==> config.mk <==
export PLATFORM = sky130hd
export DESIGN_NAME = ex_stage
export DESIGN_NICKNAME = d
export VERILOG_FILES = /design/src/ex_pkg.sv /design/src/ex_alu.sv /design/src/ex_branch_unit.sv /design/src/ex_operand_sel.sv /design/src/ex_stage.sv /design/src/ex_stage_reg.sv /design/src/ex_store_format.sv
export VERILOG_INCLUDE_DIRS = /design/src
export SDC_FILE = /design/constraint.sdc
export NUM_CORES = 1
export LEC_CHECK = 0
export ABC_AREA = 0
export BUFFER_PORTS_ARGS = -buffer_cell sky130_fd_sc_hd__clkbuf_2
export CORE_MARGIN = 3
export CORE_UTILIZATION = 55
export DETAILED_ROUTE_END_ITERATION = 12
export GPL_TIMING_DRIVEN = 0
export PLACE_DENSITY = 0.79
export REMOVE_ABC_BUFFERS = 1
export SETUP_SLACK_MARGIN = 0.3
export SYNTH_ARGS = -nofsm -noshare
export SYNTH_HDL_FRONTEND = slang
export SYNTH_HIERARCHICAL = 1
export SYNTH_SLANG_ARGS = --single-unit
==> constraint.sdc <==
create_clock -name clk -period 14.26 [get_ports clk]
set_input_delay 1.426 -clock clk [delete_from_list [all_inputs] [get_ports clk]]
set_output_delay 1.426 -clock clk [all_outputs]
set_load 0.02 [all_outputs]
==> src/ex_defs.svh <==
`ifndef EX_DEFS_SVH
`define EX_DEFS_SVH

// datapath and address width
`define EX_XLEN 32

// register file address width
`define EX_RADDR_W 5

// load kind code handed on to the memory stage
`define EX_MEM_OP_W 5

// one strobe per byte lane
`define EX_WSTRB_W 4

// return address offset for link instructions (delay slot skipped)
`define EX_LINK_OFFSET 8

`endif

==> src/ex_pkg.sv <==
`include "ex_defs.svh"

package ex_pkg;

    // alu operations, add at zero so a cleared bundle is harmless
    typedef enum logic [3:0] {
        alu_add,
        alu_sub,
        alu_slt,
        alu_sltu,
        alu_and,
        alu_or,
        alu_xor,
        alu_nor,
        alu_sll,
        alu_srl,
        alu_sra,
        alu_lui
    } alu_op_e;

    // branch and jump kinds
    typedef enum logic [3:0] {
        br_none,
        br_beq,
        br_bne,
        br_bgez,
        br_bgtz,
        br_blez,
        br_bltz,
        br_bgezal,
        br_bltzal,
        br_j,
        br_jal,
        br_jr,
        br_jalr
    } br_op_e;

    typedef enum logic [1:0] {
        st_none,
        st_sb,
        st_sh,
        st_sw
    } store_op_e;

    // alu source 1 choice
    typedef enum logic [1:0] {
        src1_rs,
        src1_pc,
        src1_sa
    } src1_sel_e;

    // alu source 2 choice
    typedef enum logic [1:0] {
        src2_rt,
        src2_imm_sext,
        src2_link8,
        src2_imm_zext
    } src2_sel_e;

    // decoded instruction from the decode stage
    typedef struct packed {
        logic [`EX_XLEN-1:0]     pc;
        logic [`EX_XLEN-1:0]     inst;
        alu_op_e                 alu_op;
        br_op_e                  br_op;
        store_op_e               store_op;
        src1_sel_e               src1_sel;
        src2_sel_e               src2_sel;
        logic [`EX_MEM_OP_W-1:0] mem_op;
        logic                    mem_en;
        logic                    rf_we;
        logic [`EX_RADDR_W-1:0]  rf_waddr;
        logic                    sel_rf_res;
        logic [`EX_XLEN-1:0]     rs_data;
        logic [`EX_XLEN-1:0]     rt_data;
    } id_ex_bundle_t;

    // bypass values from mem and wb
    typedef struct packed {
        logic                sel_rs;
        logic [`EX_XLEN-1:0] rs_fwd;
        logic                sel_rt;
        logic [`EX_XLEN-1:0] rt_fwd;
    } forward_t;

    typedef struct packed {
        logic [`EX_MEM_OP_W-1:0] mem_op;
        logic [`EX_XLEN-1:0]     pc;
        logic                    mem_en;
        logic                    sel_rf_res;
        logic                    rf_we;
        logic [`EX_RADDR_W-1:0]  rf_waddr;
        logic [`EX_XLEN-1:0]     ex_result;
    } ex_mem_bundle_t;

    typedef struct packed {
        logic                taken;
        logic [`EX_XLEN-1:0] target;
    } branch_t;

    // data memory request
    typedef struct packed {
        logic                   en;
        logic [`EX_WSTRB_W-1:0] wen;
        logic [`EX_XLEN-1:0]    addr;
        logic [`EX_XLEN-1:0]    wdata;
    } dmem_req_t;

endpackage

==> src/ex_alu.sv <==
`timescale 1ns/100ps
`include "ex_defs.svh"

module ex_alu
    import ex_pkg::*;
(
    input  alu_op_e             alu_op_i,
    input  logic [`EX_XLEN-1:0] src1_i,
    input  logic [`EX_XLEN-1:0] src2_i,
    output logic [`EX_XLEN-1:0] result_o
);

    localparam int SHAMT_W = $clog2(`EX_XLEN);
    localparam int HALF_W  = `EX_XLEN / 2;

    logic [SHAMT_W-1:0]  shamt;
    logic [`EX_XLEN-1:0] sum;
    logic [`EX_XLEN-1:0] diff;
    logic                lt_signed;
    logic                lt_unsigned;

    // shift count from the low bits of src1, value comes from src2
    assign shamt = src1_i[SHAMT_W-1:0];

    // both wrap, no overflow trap here
    assign sum  = src1_i + src2_i;
    assign diff = src1_i - src2_i;

    assign lt_signed   = $signed(src1_i) < $signed(src2_i);
    assign lt_unsigned = src1_i < src2_i;

    always_comb begin
        case (alu_op_i)
            alu_add:  result_o = sum;
            alu_sub:  result_o = diff;
            alu_slt:  result_o = {{(`EX_XLEN-1){1'b0}}, lt_signed};
            alu_sltu: result_o = {{(`EX_XLEN-1){1'b0}}, lt_unsigned};
            alu_and:  result_o = src1_i & src2_i;
            alu_or:   result_o = src1_i | src2_i;
            alu_xor:  result_o = src1_i ^ src2_i;
            alu_nor:  result_o = ~(src1_i | src2_i);
            alu_sll:  result_o = src2_i << shamt;
            alu_srl:  result_o = src2_i >> shamt;
            // arithmetic shift keeps the sign
            alu_sra:  result_o = $unsigned($signed(src2_i) >>> shamt);
            // immediate into the upper half
            alu_lui:  result_o = {src2_i[HALF_W-1:0], {HALF_W{1'b0}}};
            default:  result_o = '0;
        endcase
    end

endmodule

==> src/ex_branch_unit.sv <==
`timescale 1ns/100ps
`include "ex_defs.svh"

module ex_branch_unit
    import ex_pkg::*;
(
    input  br_op_e              br_op_i,
    input  logic [`EX_XLEN-1:0] pc_i,
    input  logic [`EX_XLEN-1:0] inst_i,
    input  logic [`EX_XLEN-1:0] rs_val_i,
    input  logic [`EX_XLEN-1:0] rt_val_i,
    output branch_t             branch_o
);

    logic [`EX_XLEN-1:0] pc_plus_4;
    logic [`EX_XLEN-1:0] cond_target;
    logic [`EX_XLEN-1:0] jump_target;
    logic                rs_eq_rt;
    logic                rs_neg;
    logic                rs_zero;
    logic                taken;
    logic [`EX_XLEN-1:0] target;

    // base is the delay slot address
    assign pc_plus_4   = pc_i + `EX_XLEN'(4);
    assign cond_target = pc_plus_4 + {{(`EX_XLEN-18){inst_i[15]}}, inst_i[15:0], 2'b00};
    // region jump keeps the top nibble
    assign jump_target = {pc_plus_4[`EX_XLEN-1:`EX_XLEN-4], inst_i[25:0], 2'b00};

    assign rs_eq_rt = rs_val_i == rt_val_i;
    assign rs_neg   = rs_val_i[`EX_XLEN-1];
    assign rs_zero  = rs_val_i == '0;

    always_comb begin
        case (br_op_i)
            br_beq:                       taken = rs_eq_rt;
            br_bne:                       taken = !rs_eq_rt;
            br_bgez, br_bgezal:           taken = !rs_neg;
            br_bgtz:                      taken = !rs_neg && !rs_zero;
            br_blez:                      taken = rs_neg || rs_zero;
            br_bltz, br_bltzal:           taken = rs_neg;
            br_j, br_jal, br_jr, br_jalr: taken = 1'b1;
            default:                      taken = 1'b0;
        endcase
    end

    always_comb begin
        case (br_op_i)
            br_beq, br_bne, br_bgez, br_bgtz,
            br_blez, br_bltz, br_bgezal, br_bltzal: target = cond_target;
            br_j, br_jal:                           target = jump_target;
            br_jr, br_jalr:                         target = rs_val_i;
            default:                                target = '0;
        endcase
    end

    assign branch_o = '{taken: taken, target: target};

    // redirect only from a real branch or jump
    always_comb begin
        a_taken_needs_op : assert (!branch_o.taken || br_op_i != br_none ||
                                   $isunknown(br_op_i))
            else $error("ex_branch_unit: taken without a branch op");
    end

endmodule

==> src/ex_operand_sel.sv <==
`timescale 1ns/100ps
`include "ex_defs.svh"

module ex_operand_sel
    import ex_pkg::*;
(
    input  id_ex_bundle_t       bundle_i,
    input  forward_t            fwd_i,
    output logic [`EX_XLEN-1:0] rs_val_o,
    output logic [`EX_XLEN-1:0] rt_val_o,
    output logic [`EX_XLEN-1:0] src1_o,
    output logic [`EX_XLEN-1:0] src2_o
);

    logic [`EX_XLEN-1:0] imm_sext;
    logic [`EX_XLEN-1:0] imm_zext;
    logic [`EX_XLEN-1:0] sa_zext;

    // bypass wins over the register file read
    assign rs_val_o = fwd_i.sel_rs ? fwd_i.rs_fwd : bundle_i.rs_data;
    assign rt_val_o = fwd_i.sel_rt ? fwd_i.rt_fwd : bundle_i.rt_data;

    assign imm_sext = {{(`EX_XLEN-16){bundle_i.inst[15]}}, bundle_i.inst[15:0]};
    assign imm_zext = {{(`EX_XLEN-16){1'b0}}, bundle_i.inst[15:0]};
    // shamt field
    assign sa_zext  = {{(`EX_XLEN-5){1'b0}}, bundle_i.inst[10:6]};

    always_comb begin
        case (bundle_i.src1_sel)
            src1_pc: src1_o = bundle_i.pc;
            src1_sa: src1_o = sa_zext;
            default: src1_o = rs_val_o;
        endcase
    end

    always_comb begin
        case (bundle_i.src2_sel)
            src2_imm_sext: src2_o = imm_sext;
            src2_link8:    src2_o = `EX_XLEN'(`EX_LINK_OFFSET);
            src2_imm_zext: src2_o = imm_zext;
            default:       src2_o = rt_val_o;
        endcase
    end

endmodule

==> src/ex_stage.sv <==
`timescale 1ns/100ps
`include "ex_defs.svh"

module ex_stage
    import ex_pkg::*;
(
    input  logic           clk,
    input  logic           rst,
    input  logic           flush_i,
    input  logic           stall_ex_i,
    input  logic           stall_mem_i,
    input  id_ex_bundle_t  id_ex_i,
    input  forward_t       fwd_i,
    output ex_mem_bundle_t ex_mem_o,
    output branch_t        branch_o,
    output dmem_req_t      dmem_req_o
);

    id_ex_bundle_t       ex_bundle;
    logic [`EX_XLEN-1:0] rs_val;
    logic [`EX_XLEN-1:0] rt_val;
    logic [`EX_XLEN-1:0] src1;
    logic [`EX_XLEN-1:0] src2;
    logic [`EX_XLEN-1:0] alu_result;

    ex_stage_reg u_stage_reg (
        .clk         (clk),
        .rst         (rst),
        .flush_i     (flush_i),
        .stall_ex_i  (stall_ex_i),
        .stall_mem_i (stall_mem_i),
        .id_ex_i     (id_ex_i),
        .bundle_o    (ex_bundle)
    );

    ex_operand_sel u_operand_sel (
        .bundle_i (ex_bundle),
        .fwd_i    (fwd_i),
        .rs_val_o (rs_val),
        .rt_val_o (rt_val),
        .src1_o   (src1),
        .src2_o   (src2)
    );

    ex_alu u_alu (
        .alu_op_i (ex_bundle.alu_op),
        .src1_i   (src1),
        .src2_i   (src2),
        .result_o (alu_result)
    );

    ex_branch_unit u_branch_unit (
        .br_op_i  (ex_bundle.br_op),
        .pc_i     (ex_bundle.pc),
        .inst_i   (ex_bundle.inst),
        .rs_val_i (rs_val),
        .rt_val_i (rt_val),
        .branch_o (branch_o)
    );

    // store address is the alu sum of base and offset
    ex_store_format u_store_format (
        .store_op_i (ex_bundle.store_op),
        .mem_en_i   (ex_bundle.mem_en),
        .addr_i     (alu_result),
        .rt_val_i   (rt_val),
        .dmem_req_o (dmem_req_o)
    );

    assign ex_mem_o = '{
        mem_op:     ex_bundle.mem_op,
        pc:         ex_bundle.pc,
        mem_en:     ex_bundle.mem_en,
        sel_rf_res: ex_bundle.sel_rf_res,
        rf_we:      ex_bundle.rf_we,
        rf_waddr:   ex_bundle.rf_waddr,
        ex_result:  alu_result
    };

endmodule

==> src/ex_stage_reg.sv <==
`timescale 1ns/100ps

module ex_stage_reg
    import ex_pkg::*;
(
    input  logic          clk,
    input  logic          rst,
    input  logic          flush_i,
    input  logic          stall_ex_i,
    input  logic          stall_mem_i,
    input  id_ex_bundle_t id_ex_i,
    output id_ex_bundle_t bundle_o
);

    logic bubble;
    logic hold;

    // ex stalled but mem free, so send a nop down the pipe
    assign bubble = stall_ex_i && !stall_mem_i;
    // both stalled, keep the current instruction
    assign hold = stall_ex_i && stall_mem_i;

    always_ff @(posedge clk) begin
        if (rst || flush_i) begin
            bundle_o <= '0;
        end else if (bubble) begin
            bundle_o <= '0;
        end else if (!hold) begin
            bundle_o <= id_ex_i;
        end
    end

    // a killed slot must not write anything downstream
    a_clear_kills_side_effects : assert property (
        @(posedge clk) (rst || flush_i) |=> (!bundle_o.rf_we && !bundle_o.mem_en)
    ) else $error("ex_stage_reg: side effects live after reset or flush");

endmodule

==> src/ex_store_format.sv <==
`timescale 1ns/100ps
`include "ex_defs.svh"

module ex_store_format
    import ex_pkg::*;
(
    input  store_op_e           store_op_i,
    input  logic                mem_en_i,
    input  logic [`EX_XLEN-1:0] addr_i,
    input  logic [`EX_XLEN-1:0] rt_val_i,
    output dmem_req_t           dmem_req_o
);

    logic [`EX_WSTRB_W-1:0] wen;
    logic [`EX_XLEN-1:0]    wdata;
    logic [1:0]             offset;

    // byte offset inside the word
    assign offset = addr_i[1:0];

    always_comb begin
        case (store_op_i)
            st_sb: begin
                // same byte on every lane, strobe picks one
                wdata = {4{rt_val_i[7:0]}};
                wen   = `EX_WSTRB_W'(1) << offset;
            end
            st_sh: begin
                wdata = {2{rt_val_i[15:0]}};
                case (offset)
                    2'b00:   wen = 4'b0011;
                    2'b10:   wen = 4'b1100;
                    // odd halfword address, drop the write
                    default: wen = 4'b0000;
                endcase
            end
            st_sw: begin
                wdata = rt_val_i;
                wen   = 4'b1111;
            end
            default: begin
                wdata = '0;
                wen   = '0;
            end
        endcase
    end

    assign dmem_req_o = '{en: mem_en_i, wen: wen, addr: addr_i, wdata: wdata};

    // strobes are a single byte, an aligned half, the full word or nothing
    always_comb begin
        a_wen_legal : assert ($isunknown(dmem_req_o.wen) ||
                              dmem_req_o.wen inside {4'b0000, 4'b0001, 4'b0010, 4'b0100,
                                                     4'b1000, 4'b0011, 4'b1100, 4'b1111})
            else $error("ex_store_format: illegal strobe pattern %b", dmem_req_o.wen);
    end

endmodule

==> key figures <==
Clock tree
  – Clk slew on worst S/H paths: 0.07 ns
  – TritonCTS clock tree: built
  – # clock sinks: 149
  – Postcts setup bufs: 0
  – Deepest clock path buffer count: 2
  – CTS root buffer: clkbuf_16
  – Clock latency on the worst-skew pair: 0.44 ns
  – Hold_buf cts: 0
  – CTS buffer count: 17
  – Cts repair resizes: 0
  – Number of H-tree levels: 4

STA
  – Final Cycle Share: 76.2%
  – Clock Skew: 0 ns
  – Slew margin rel.: -3.10%
  – Setup violations, final: 0
  – Final hold vios: 0
  – FMAX: 0.0921 GHz
  – Worst Max-Slew Pin Slew: 1.54 ns
  – Total count of max-transition violations in the final report: 13
  – Setup_tns: 0 ns
  – Minimum clock period: 10.86 ns
  – Fin Hold WS: 0.463 ns
  – RSZ-0062 raised after global routing: false

Setup path
  – Worst reg2reg path startpoint: u_stage_reg/bundle_o[106]$_SDFFE_PP0N_
  – Critical path startpoint: fwd_i[65]
  – CP cell instances: clkbuf_2 > mux2_2 > mux2_4 > clkinv_1 > ha_1 > inv_1 > o221ai_2 > a311oi_2 > and3_1 > o211ai_2 > a2111oi_2 > o211ai_1 > a21oi_1 > o221ai_1 > inv_1 > nand2_1 > o22ai_2 > clkbuf_2
  – Arr. time, crit path: 9.44 ns
  – Worst-path fanout max: 74
  – Crit-path slowest cell: clkinv_1
  – R2r endpoint: u_stage_reg/bundle_o[106]$_SDFFE_PP0N_
  – Reg2Reg Depth: 2
  – R2R setup slack: 12.74 ns
  – CP bufs+invs: 5
  – Type of origin of the critical path: input port
  – Stages on the worst setup path: 18
  – CP Capture Point: dmem_req_o[65]
  – Setup CP Type: input port to output pin
  – Crit-path max cell delay: 1.29 ns
  – CP required: 12.83 ns
  – Element type at the critical path end: output pin
  – Delay-heaviest family, CP: compound AO/OA/AOI/OAI gates

Floorplanning
  – Core area: 37800 sq um
  – Initial Util: 56.0%
  – Die height: 202 um
  – FP Rows: 71
  – Die width: 202 um
  – Num ports: 405
  – Full die area: 40800 sq um

Synth
  – Yosys warning count: 6
  – Post-synthesis area per instance: 7.40 sq um
  – Area of the mapped netlist: 21100 sq um
  – Post-Synthesis Cells: 2859

GRT
  – Grt ovf: 0
  – Vias in the first global route: 22700
  – Pin count of the biggest net entering global routing: 159
  – Initial antenna violation count: 1
  – First-pass GRT wire length: 140 mm
  – GRT Total Usage: 44.1%

Layout
  – Final net count: 3384
  – Max reg flops: 149
  – Syn-to-layout area delta: 10.0%
  – Share of post-route cells with drive strength above 1: 21.2%
  – Top flop regs: u_stage_reg/bundle_o: 149 flops
  – Top reg by flops: u_stage_reg/bundle_o

Routing
  – Vias/cell: 6.90
  – Via count: 24500
  – Routed WL: 95.2 mm
  – First drt pass iteration count: 6
  – DRC: 0
  – Drt initial violations: 3697
  – Post-DRT Antenna Nets: 0
  – Wirelength per Cell: 26.9 um

Power and ir drop
  – Power per cell area: 76.2 nW/um^2
  – Switch share: 45.8%
  – Total power: 1770 uW
  – Share of power burned in combinational logic: 47.8%
  – Maximum VDD drop: 0.0000812 V
  – Switching power: 813 uW
  – Pleak: 0.00952 uW
  – Seq pwr share: 25.3%
  – Int Power: 961 uW
  – Clock power share: 26.9%

Status
  – Status: complete, but fails checks
  – Failing checks: capacitance limit, slew limit

Min path
  – Hold path depth: 2
  – Class of the worst hold path: flip-flop to flip-flop

Job
  – Max-cap violations: 1

Placement
  – Global placement routability congestion: 1.04
  – Buffers on Ports: 398
  – Dpl hpwl: 70.2 mm
through the flow:
stage	setup slack, ns	instance area [sq um]	std cells	utilization (%)
4_1_cts	3.14	23300	3544	61.6
6_report	3.40	23300	3546	61.6
5_1_grt	3.21	23300	3544	61.6
3_5_place_dp	3.17	22600	3512	59.9
2_1_floorplan	6.07	19800	2593	-
3_3_place_gp	3.16	22400	3502	59.3
how the worst min path moves through the flow:
stage	startpoint	end	slack, ns
2_1_floorplan	u_stage_reg/bundle_o[11]$_SDFFE_PP0N_	u_stage_reg/bundle_o[11]$_SDFFE_PP0N_	0.45
6_report	u_stage_reg/bundle_o[46]$_SDFFE_PP0N_	u_stage_reg/bundle_o[46]$_SDFFE_PP0N_	0.46
5_1_grt	u_stage_reg/bundle_o[47]$_SDFFE_PP0N_	u_stage_reg/bundle_o[47]$_SDFFE_PP0N_	0.48
4_1_cts	u_stage_reg/bundle_o[44]$_SDFFE_PP0N_	u_stage_reg/bundle_o[44]$_SDFFE_PP0N_	0.47
3_3_place_gp	u_stage_reg/bundle_o[7]$_SDFFE_PP0N_	u_stage_reg/bundle_o[7]$_SDFFE_PP0N_	0.45
3_5_place_dp	u_stage_reg/bundle_o[12]$_SDFFE_PP0N_	u_stage_reg/bundle_o[12]$_SDFFE_PP0N_	0.46
final cells by class:
type,count,area [sq um]
clock inverter,15,199
inverter,131,492
antenna,2,5.00
sequential,149,2990
timing repair buffer,408,2200
multi-input combinational,2313,16300
fill,3480,14500
tap,511,639
clock buffer,17,425
worst reg2reg max path, cell delays in order (launching register included):
cell and delay [ns]:
dfxtp_1 1.11, nand3_1 0.15, a21oi_1 0.19
metal layers:
| metal | track usage (%) | share of wire [%] |
|---|---|---|
| met3 | 11.3 | 11 |
| met4 | 26.9 | 7.3 |
| met1 | 53.6 | 37 |
| met2 | 70.3 | 45 |
| met5 | 0 | 0.0094 |
placed cells by master, fill, tap and decap left out, types with 17 or more instances in the layout:
| cell | n |
|---|---|
| a211oi_1 | 35 |
| a21o_1 | 25 |
| a21oi_1 | 341 |
| a221oi_1 | 18 |
| a22o_1 | 61 |
| a22oi_1 | 31 |
| a31oi_1 | 18 |
| and3_1 | 22 |
| clkbuf_16 | 17 |
| clkbuf_2 | 396 |
| dfxtp_1 | 146 |
| ha_1 | 135 |
| inv_1 | 116 |
| mux2_2 | 46 |
| mux2_4 | 28 |
| mux2i_1 | 75 |
| mux4_2 | 45 |
| nand2_1 | 166 |
| nand2b_1 | 163 |
| nand3_1 | 203 |
| nand4_1 | 35 |
| nor2_1 | 186 |
| nor2b_1 | 20 |
| nor3_1 | 44 |
| o211ai_1 | 22 |
| o21a_1 | 18 |
| o21ai_0 | 136 |
| o21ai_1 | 54 |
| o22ai_1 | 19 |
| xnor2_1 | 82 |
| xor2_1 | 17 |
power groups by stage:
| stage | combinational [uW] | sequential, uW | clock [uW] |
|---|---|---|---|
| after floorplan | 523 | 455 | 0 |
| after global placement | 803 | 459 | 0 |
| after detailed placement | 815 | 458 | 0 |
| after CTS | 818 | 448 | 481 |
| after global routing | 894 | 450 | 498 |
| final | 847 | 449 | 478 |
(Power assumes the default switching activity.)
